==> src/divider_params.svh <==
`ifndef DIVIDER_PARAMS_SVH
`define DIVIDER_PARAMS_SVH

// operand and result width
`define DIV_WIDTH 16

// enough bits to index any bit of a word
`define DIV_IDX_WIDTH 4

// bits per group in the leading-one encoder
`define DIV_GROUP 4

`endif

==> src/dividerPkg.sv <==
`include "divider_params.svh"

package dividerPkg;

   // unsigned operand, quotient and remainder
   typedef logic [`DIV_WIDTH-1:0] word_t;

   // bit position or shift distance within a word
   typedef logic [`DIV_IDX_WIDTH-1:0] bitIdx_t;

   // controller states
   typedef enum logic [1:0] {
      stIdle,  // waiting for req
      stAlign, // operands loaded, divisor gets aligned
      stStep,  // one compare-and-subtract per clock
      stDone   // ack high until req drops
   } divState_t;

endpackage

==> src/priorityEncoder.sv <==
`include "divider_params.svh"

module priorityEncoder
   import dividerPkg::*;
(
   input  word_t   in,
   output bitIdx_t index,
   output logic    valid
);

   localparam int NumGroups = `DIV_WIDTH / `DIV_GROUP;

   logic [NumGroups-1:0]  groupHit;  // one flag per nibble
   logic [1:0]            groupIdx;
   logic [`DIV_GROUP-1:0] groupBits; // winning nibble
   logic [1:0]            lowIdx;

   // highest set bit of a nibble, zero when empty
   function automatic logic [1:0] encode4(input logic [3:0] bits);
      logic [1:0] pos;
      pos[1] = bits[3] | bits[2];
      pos[0] = bits[3] | (bits[1] & ~bits[2]);
      return pos;
   endfunction

   // first level, which nibbles hold a one
   always_comb begin
      for (int g = 0; g < NumGroups; g++) begin
         groupHit[g] = |in[g*`DIV_GROUP +: `DIV_GROUP];
      end
   end

   assign groupIdx = encode4(groupHit); // upper index bits

   // second level works inside the chosen nibble
   assign groupBits = in[groupIdx*`DIV_GROUP +: `DIV_GROUP];
   assign lowIdx    = encode4(groupBits);

   assign index = {groupIdx, lowIdx};
   assign valid = |groupHit;

endmodule

==> src/alignShifter.sv <==
`include "divider_params.svh"

module alignShifter
   import dividerPkg::*;
(
   input  word_t   value,
   input  bitIdx_t amount,
   output word_t   shifted
);

   word_t layer0; // after the 1-bit stage
   word_t layer1; // after the 2-bit stage
   word_t layer2; // after the 4-bit stage

   // each layer moves by a power of two under one amount bit,
   // zeros come in from the right
   assign layer0 = amount[0] ? {value[`DIV_WIDTH-2:0], 1'b0} : value;

   assign layer1 = amount[1] ? {layer0[`DIV_WIDTH-3:0], 2'b00} : layer0;

   assign layer2 = amount[2] ? {layer1[`DIV_WIDTH-5:0], 4'b0000} : layer1;

   assign shifted = amount[3] ? {layer2[`DIV_WIDTH-9:0], 8'h00} : layer2; // last stage

endmodule

==> src/trialSubtractor.sv <==
`include "divider_params.svh"

module trialSubtractor
   import dividerPkg::*;
(
   input  word_t partial,
   input  word_t divisor,
   output logic  quotientBit,
   output word_t nextPartial
);

   logic [`DIV_WIDTH:0] diff; // one extra bit to catch the borrow

   assign diff = {1'b0, partial} - {1'b0, divisor};

   // no borrow means partial >= divisor
   assign quotientBit = ~diff[`DIV_WIDTH];

   // restore by keeping the old partial when the subtract fails
   assign nextPartial = quotientBit ? diff[`DIV_WIDTH-1:0] : partial;

endmodule

==> src/divDatapath.sv <==
`include "divider_params.svh"

module divDatapath
   import dividerPkg::*;
(
   input  logic    clk,
   input  logic    rstN,
   input  logic    load,
   input  logic    align,
   input  logic    step,
   input  word_t   dividend,
   input  word_t   divisor,
   output bitIdx_t shiftAmt,
   output logic    skip,
   output word_t   quotient,
   output word_t   remainder,
   output logic    divByZero
);

   word_t   dividendReg;
   word_t   divisorReg;  // operand, then aligned, then shifted down each step
   bitIdx_t dividendIdx;
   bitIdx_t divisorIdx;
   logic    divisorValid;
   word_t   alignedDivisor;
   logic    quotientBit;
   word_t   nextPartial;

   // leading ones of both operands
   priorityEncoder dividendEnc (
      .in    (dividendReg),
      .index (dividendIdx),
      .valid ()
   );

   priorityEncoder divisorEnc (
      .in    (divisorReg),
      .index (divisorIdx),
      .valid (divisorValid)
   );

   assign shiftAmt = dividendIdx - divisorIdx; // only meaningful when skip is low

   // zero divisor or a dividend below the divisor needs no steps
   assign skip = !divisorValid || (dividendReg < divisorReg);

   alignShifter aligner (
      .value   (divisorReg),
      .amount  (shiftAmt),
      .shifted (alignedDivisor)
   );

   trialSubtractor trial (
      .partial     (remainder),
      .divisor     (divisorReg),
      .quotientBit (quotientBit),
      .nextPartial (nextPartial)
   );

   // operand registers
   always_ff @(posedge clk) begin
      if (load) begin
         dividendReg <= dividend;
         divisorReg  <= divisor;
      end else if (align) begin
         divisorReg <= alignedDivisor;     // leading ones line up
      end else if (step) begin
         divisorReg <= divisorReg >> 1;
      end
   end

   // results
   always_ff @(posedge clk or negedge rstN) begin
      if (!rstN) begin
         quotient  <= '0;
         remainder <= '0;
         divByZero <= 1'b0;
      end else if (load) begin
         quotient  <= '0;
         divByZero <= (divisor == '0);
      end else if (align) begin
         remainder <= dividendReg;
         if (divByZero) begin
            quotient <= '1;                // fixed all-ones answer
         end
      end else if (step) begin
         quotient  <= {quotient[`DIV_WIDTH-2:0], quotientBit};
         remainder <= nextPartial;
      end
   end

endmodule

==> src/divControl.sv <==
module divControl
   import dividerPkg::*;
(
   input  logic    clk,
   input  logic    rstN,
   input  logic    req,
   input  bitIdx_t shiftAmt,
   input  logic    skip,
   output logic    load,
   output logic    align,
   output logic    step,
   output logic    ack
);

   divState_t state;
   divState_t nextState;
   bitIdx_t   stepCount; // steps left after the current one

   always_ff @(posedge clk or negedge rstN) begin
      if (!rstN) begin
         state <= stIdle;
      end else begin
         state <= nextState;
      end
   end

   // loaded while aligning, counts down while stepping
   always_ff @(posedge clk or negedge rstN) begin
      if (!rstN) begin
         stepCount <= '0;
      end else if (align) begin
         stepCount <= shiftAmt;
      end else if (step && stepCount != '0) begin
         stepCount <= stepCount - 1'b1;
      end
   end

   always_comb begin
      nextState = state;
      case (state)
         stIdle: begin
            if (req) begin
               nextState = stAlign;
            end
         end
         stAlign: begin
            nextState = skip ? stDone : stStep;
         end
         stStep: begin
            if (stepCount == '0) begin  // this is the last step
               nextState = stDone;
            end
         end
         stDone: begin
            if (!req) begin
               nextState = stIdle;      // ack drops on this edge
            end
         end
         default: nextState = stIdle;
      endcase
   end

   // strobes to the datapath
   assign load  = (state == stIdle) && req;
   assign align = (state == stAlign);
   assign step  = (state == stStep);

   assign ack = (state == stDone); // results stay put here

endmodule

==> src/dividerTop.sv <==
module dividerTop
   import dividerPkg::*;
(
   input  logic  clk,
   input  logic  rstN,
   input  logic  req,
   input  word_t dividend,
   input  word_t divisor,
   output logic  ack,
   output word_t quotient,
   output word_t remainder,
   output logic  divByZero
);

   logic    load;
   logic    align;
   logic    step;
   bitIdx_t shiftAmt;
   logic    skip;    // result known without any steps

   divControl control (
      .clk      (clk),
      .rstN     (rstN),
      .req      (req),
      .shiftAmt (shiftAmt),
      .skip     (skip),
      .load     (load),
      .align    (align),
      .step     (step),
      .ack      (ack)
   );

   divDatapath datapath (
      .clk       (clk),
      .rstN      (rstN),
      .load      (load),
      .align     (align),
      .step      (step),
      .dividend  (dividend),
      .divisor   (divisor),
      .shiftAmt  (shiftAmt),
      .skip      (skip),
      .quotient  (quotient),
      .remainder (remainder),
      .divByZero (divByZero)
   );

endmodule

==> config.mk <==
export PLATFORM = sky130hd
export DESIGN_NAME = dividerTop
export DESIGN_NICKNAME = d
export VERILOG_FILES = /design/src/dividerPkg.sv /design/src/priorityEncoder.sv /design/src/alignShifter.sv /design/src/trialSubtractor.sv /design/src/divDatapath.sv /design/src/divControl.sv /design/src/dividerTop.sv
export VERILOG_INCLUDE_DIRS = /design/src /design/src/src
export SDC_FILE = /design/constraint.sdc
export NUM_CORES = 1
export LEC_CHECK = 0
export BUFFER_PORTS_ARGS = -buffer_cell sky130_fd_sc_hd__buf_4
export CAP_MARGIN = 0
export CORE_MARGIN = 2
export CORE_UTILIZATION = 60
export CTS_BUF_LIST = sky130_fd_sc_hd__clkbuf_4 sky130_fd_sc_hd__clkbuf_8 sky130_fd_sc_hd__clkbuf_16
export DETAILED_ROUTE_END_ITERATION = 7
export GPL_TIMING_DRIVEN = 0
export PLACE_DENSITY = 0.82
export REMOVE_ABC_BUFFERS = 1
export SLEW_MARGIN = 15
export SYNTH_ARGS = -nofsm -noshare
export SYNTH_HDL_FRONTEND = slang
export SYNTH_SLANG_ARGS = --single-unit
==> constraint.sdc <==
create_clock -name clk -period 8.52 [get_ports clk]
set_input_delay 2.13 -clock clk [delete_from_list [all_inputs] [get_ports clk]]
set_output_delay 2.13 -clock clk [all_outputs]
set_load 0.02 [all_outputs]
==> results.sh <==
export IMPL_post_cts_buffers=0
export IMPL_status="completed"
export IMPL_rr_startpoint="datapath.divisorReg[8]$_DFFE_PP_"
export IMPL_synthMuxAreaShare_pct=8.89
export IMPL_hold_violations=0
export IMPL_yosys_most_used_dff="dfrtp_1"
export IMPL_drv_cap=0
export IMPL_routed_via_density=6.52
export IMPL_syn_to_final_growth_pct=12.9
export IMPL_antenna_found_initial=0
export IMPL_hp_class="flop to flop"
export IMPL_dp_slack_ns=3.16
export IMPL_gp_congestion=0.929
export IMPL_synth_avg_cell_area_um2=9.25
export IMPL_synthAdderAreaFrac_pct=9.87
export IMPL_slowest_delay_ns=0.83
export IMPL_setup_viol=0
export IMPL_timing_final_crit_share_pct=59.0
export IMPL_cts_max_level=3
export IMPL_final_cell_mix="buf_4, o21ai_0, nand2_1, ha_1, dfrtp_1"
export IMPL_hold_buffers=0
export IMPL_max_freq_ghz=0.199
export IMPL_final_nets=718
export IMPL_cts_root_buffer="clkbuf_8"
export IMPL_drc=0
export IMPL_synth_cells=592
export IMPL_reg2reg_to="datapath.divisorReg[12]$_DFFE_PP_"
export IMPL_worstSetupPathType="input pin to flop"
export IMPL_synth_top_family_by_area="compound AO/OA/AOI/OAI gates"
export IMPL_firstDrtPassIters=6
export IMPL_setup_tns_final_ns=0
export IMPL_dr_first_iter_drc_count=437
export IMPL_endpoint_kind="flop"
export IMPL_worst_slack_ns=3.49
export IMPL_worstRegToRegCells=12
export IMPL_layout_commonest_cell="buf_4"
export IMPL_dieArea_um2=9910
export IMPL_synth_edf_count=32
export IMPL_path_clk_slew_ns=0.09
export IMPL_yosysSeqAreaShare_pct=35.4
export IMPL_grt_ovfl_total=0
export IMPL_async_reset_ff_share_pct=54.9
export IMPL_crit_end="datapath.remainder[2]$_DFFE_PN0P_"
export IMPL_drt_total_wl_mm=14.4
export IMPL_path_cells="buf_4, nand2_1, inv_2, nor3_1, a32oi_4, and2_1, mux2_2"
export IMPL_wl_per_cell_um=19.1
export IMPL_grt_pass1_wl_mm=23.6
export IMPL_skew_ns=0.0138
export IMPL_cp_start_kind="input pin"
export IMPL_drv_slew=0
export IMPL_io_pins=69
export IMPL_die_w_um=99.5
export IMPL_worst_path_max_fanout=39
export IMPL_grt_setup_unrepaired="false"
export IMPL_tightest_slew_ns=1.21
export IMPL_die_height_um=99.5
export IMPL_hold_path_depth=2
export IMPL_drive_gt1_share_pct=18.9
export IMPL_final_area_um2=6180
export IMPL_cts_tree="yes"
export IMPL_hpwl_mm=10.4
export IMPL_synth_compound_area_share_pct=22.4
export IMPL_cp_slowest_cell="inv_2"
export IMPL_design_core_area_um2=8810
export IMPL_clock_sinks=71
export IMPL_critPathRequiredTime_ns=8.77
export IMPL_startpoint="req"
export IMPL_first_global_vias=4789
export IMPL_post_route_min_period_ns=5.03
export IMPL_ys_seq_elements=71
export IMPL_start_util_pct=62.2
export IMPL_synth_xor_area_share_pct=1.55
export IMPL_grt_usage_pct=29.9
export IMPL_yosys_area_share_simple_pct=16.6
export IMPL_post_cts_resized=0
export IMPL_dpl_instance_area_um2=6000
export IMPL_worstPathArrival_ns=5.28
export IMPL_synth_cell_type_count=72
export IMPL_clk_path_buf_depth=2
export IMPL_ant_nets=0
export IMPL_rows=34
export IMPL_yosysWarnings=0
export IMPL_worst_r2r_setup_slack_ns=3.88
export IMPL_vias=4919
export IMPL_diodes=0
export IMPL_insertion_delay_ns=0.37
export IMPL_grt_max_degree=46
export IMPL_cts_buffers=9
export IMPL_netlist_area_um2=5480
export IMPL_io_buffers=68
export IMPL_relSlewSlack_pct=19.1
[layout make-up]
type                       count  area (um^2)
clock buffer                  10          131
inverter                      35          131
timing repair buffer          70          542
multi-input combinational    454         3260
fill                         707         2620
sequential                    71         1940
tap                          108          135
clock inverter                 6         45.0
[synthesized netlist by cell type (7+ instances only)]
library cell,n,share of area [%]
a211oi_1,7,0.96
a21o_1,10,1.4
a21oi_1,32,2.9
a31oi_1,9,1.0
and2_1,7,0.80
clkbuf_1,20,1.4
dfrtp_1,39,18
edfxtp_1,32,18
ha_1,40,9.1
inv_1,34,2.3
mux2_2,12,2.5
mux2i_1,25,4.6
nand2_1,63,4.3
nand3_1,16,1.5
nor2_1,26,1.8
nor3_1,10,0.91
nor4_1,11,1.3
o21a_1,8,1.1
o21ai_0,66,6.0
o31ai_1,7,0.96
[stage by stage]
step | cells | util, % | hold slack (ns)
finish | 754 | 70.2 | 0.503
global route | 754 | 70.2 | 0.544
CTS | 754 | 70.1 | 0.507
detailed placement | 738 | 68.1 | 0.485
global placement | 736 | 67.7 | 0.474
floorplan | 560 | - | 0.518
[layer usage]
layer / routed length, um / up-vias / part of all wire [%] / global-route usage (%)
met2: 6840 / 201 / 47 / 47.0
met5: 0 / - / 0 / 0
li1: - / 2317 / - / -
met1: 6350 / 2378 / 44 / 41.8
met4: 268 / 0 / 1.9 / 11.0
met3: 975 / 23 / 6.8 / 5.20
[critical path, delay by kind of cell]
kind | cells | cell delay (ns)
simple gates | 3 | 1.48
compound gates | 1 | 0.28
mux | 1 | 0.42
buf+inv | 2 | 0.93
[registers in the layout, indices dropped and copies added (netlist names), named ones only]
signal and count:
datapath.remainder 16, datapath.dividendReg 16, datapath.quotient 16, control.state 2, datapath.divisorReg 15, control.stepCount 4
datapath.divByZero 1
[logic make-up after synthesis]
| kind of cell | Yosys count |
|---|---|
| AOI/OAI and AO/OA | 186 |
| and+or+nand+nor | 176 |
| DFF | 71 |
| buffers and inverters | 67 |
| muxes | 42 |
| adders and majority gates | 42 |
| xor gates and xnor gates | 8 |
[worst min path at each step]
stage	from	to	slack (ns)
2_1_floorplan	datapath.dividendReg[0]$_DFFE_PP_	datapath.remainder[0]$_DFFE_PN0P_	0.52
3_3_place_gp	datapath.quotient[15]$_DFFE_PN0P_	datapath.quotient[15]$_DFFE_PN0P_	0.47
3_5_place_dp	datapath.quotient[15]$_DFFE_PN0P_	datapath.quotient[15]$_DFFE_PN0P_	0.48
4_1_cts	datapath.quotient[15]$_DFFE_PN0P_	datapath.quotient[15]$_DFFE_PN0P_	0.51
5_1_grt	datapath.quotient[9]$_DFFE_PN0P_	datapath.quotient[9]$_DFFE_PN0P_	0.54
6_report	datapath.quotient[15]$_DFFE_PN0P_	datapath.quotient[15]$_DFFE_PN0P_	0.50
Power is left out: the tool's default activity adds up to more than one toggle a clock period on the data nets, which glitch-free logic cannot reach.
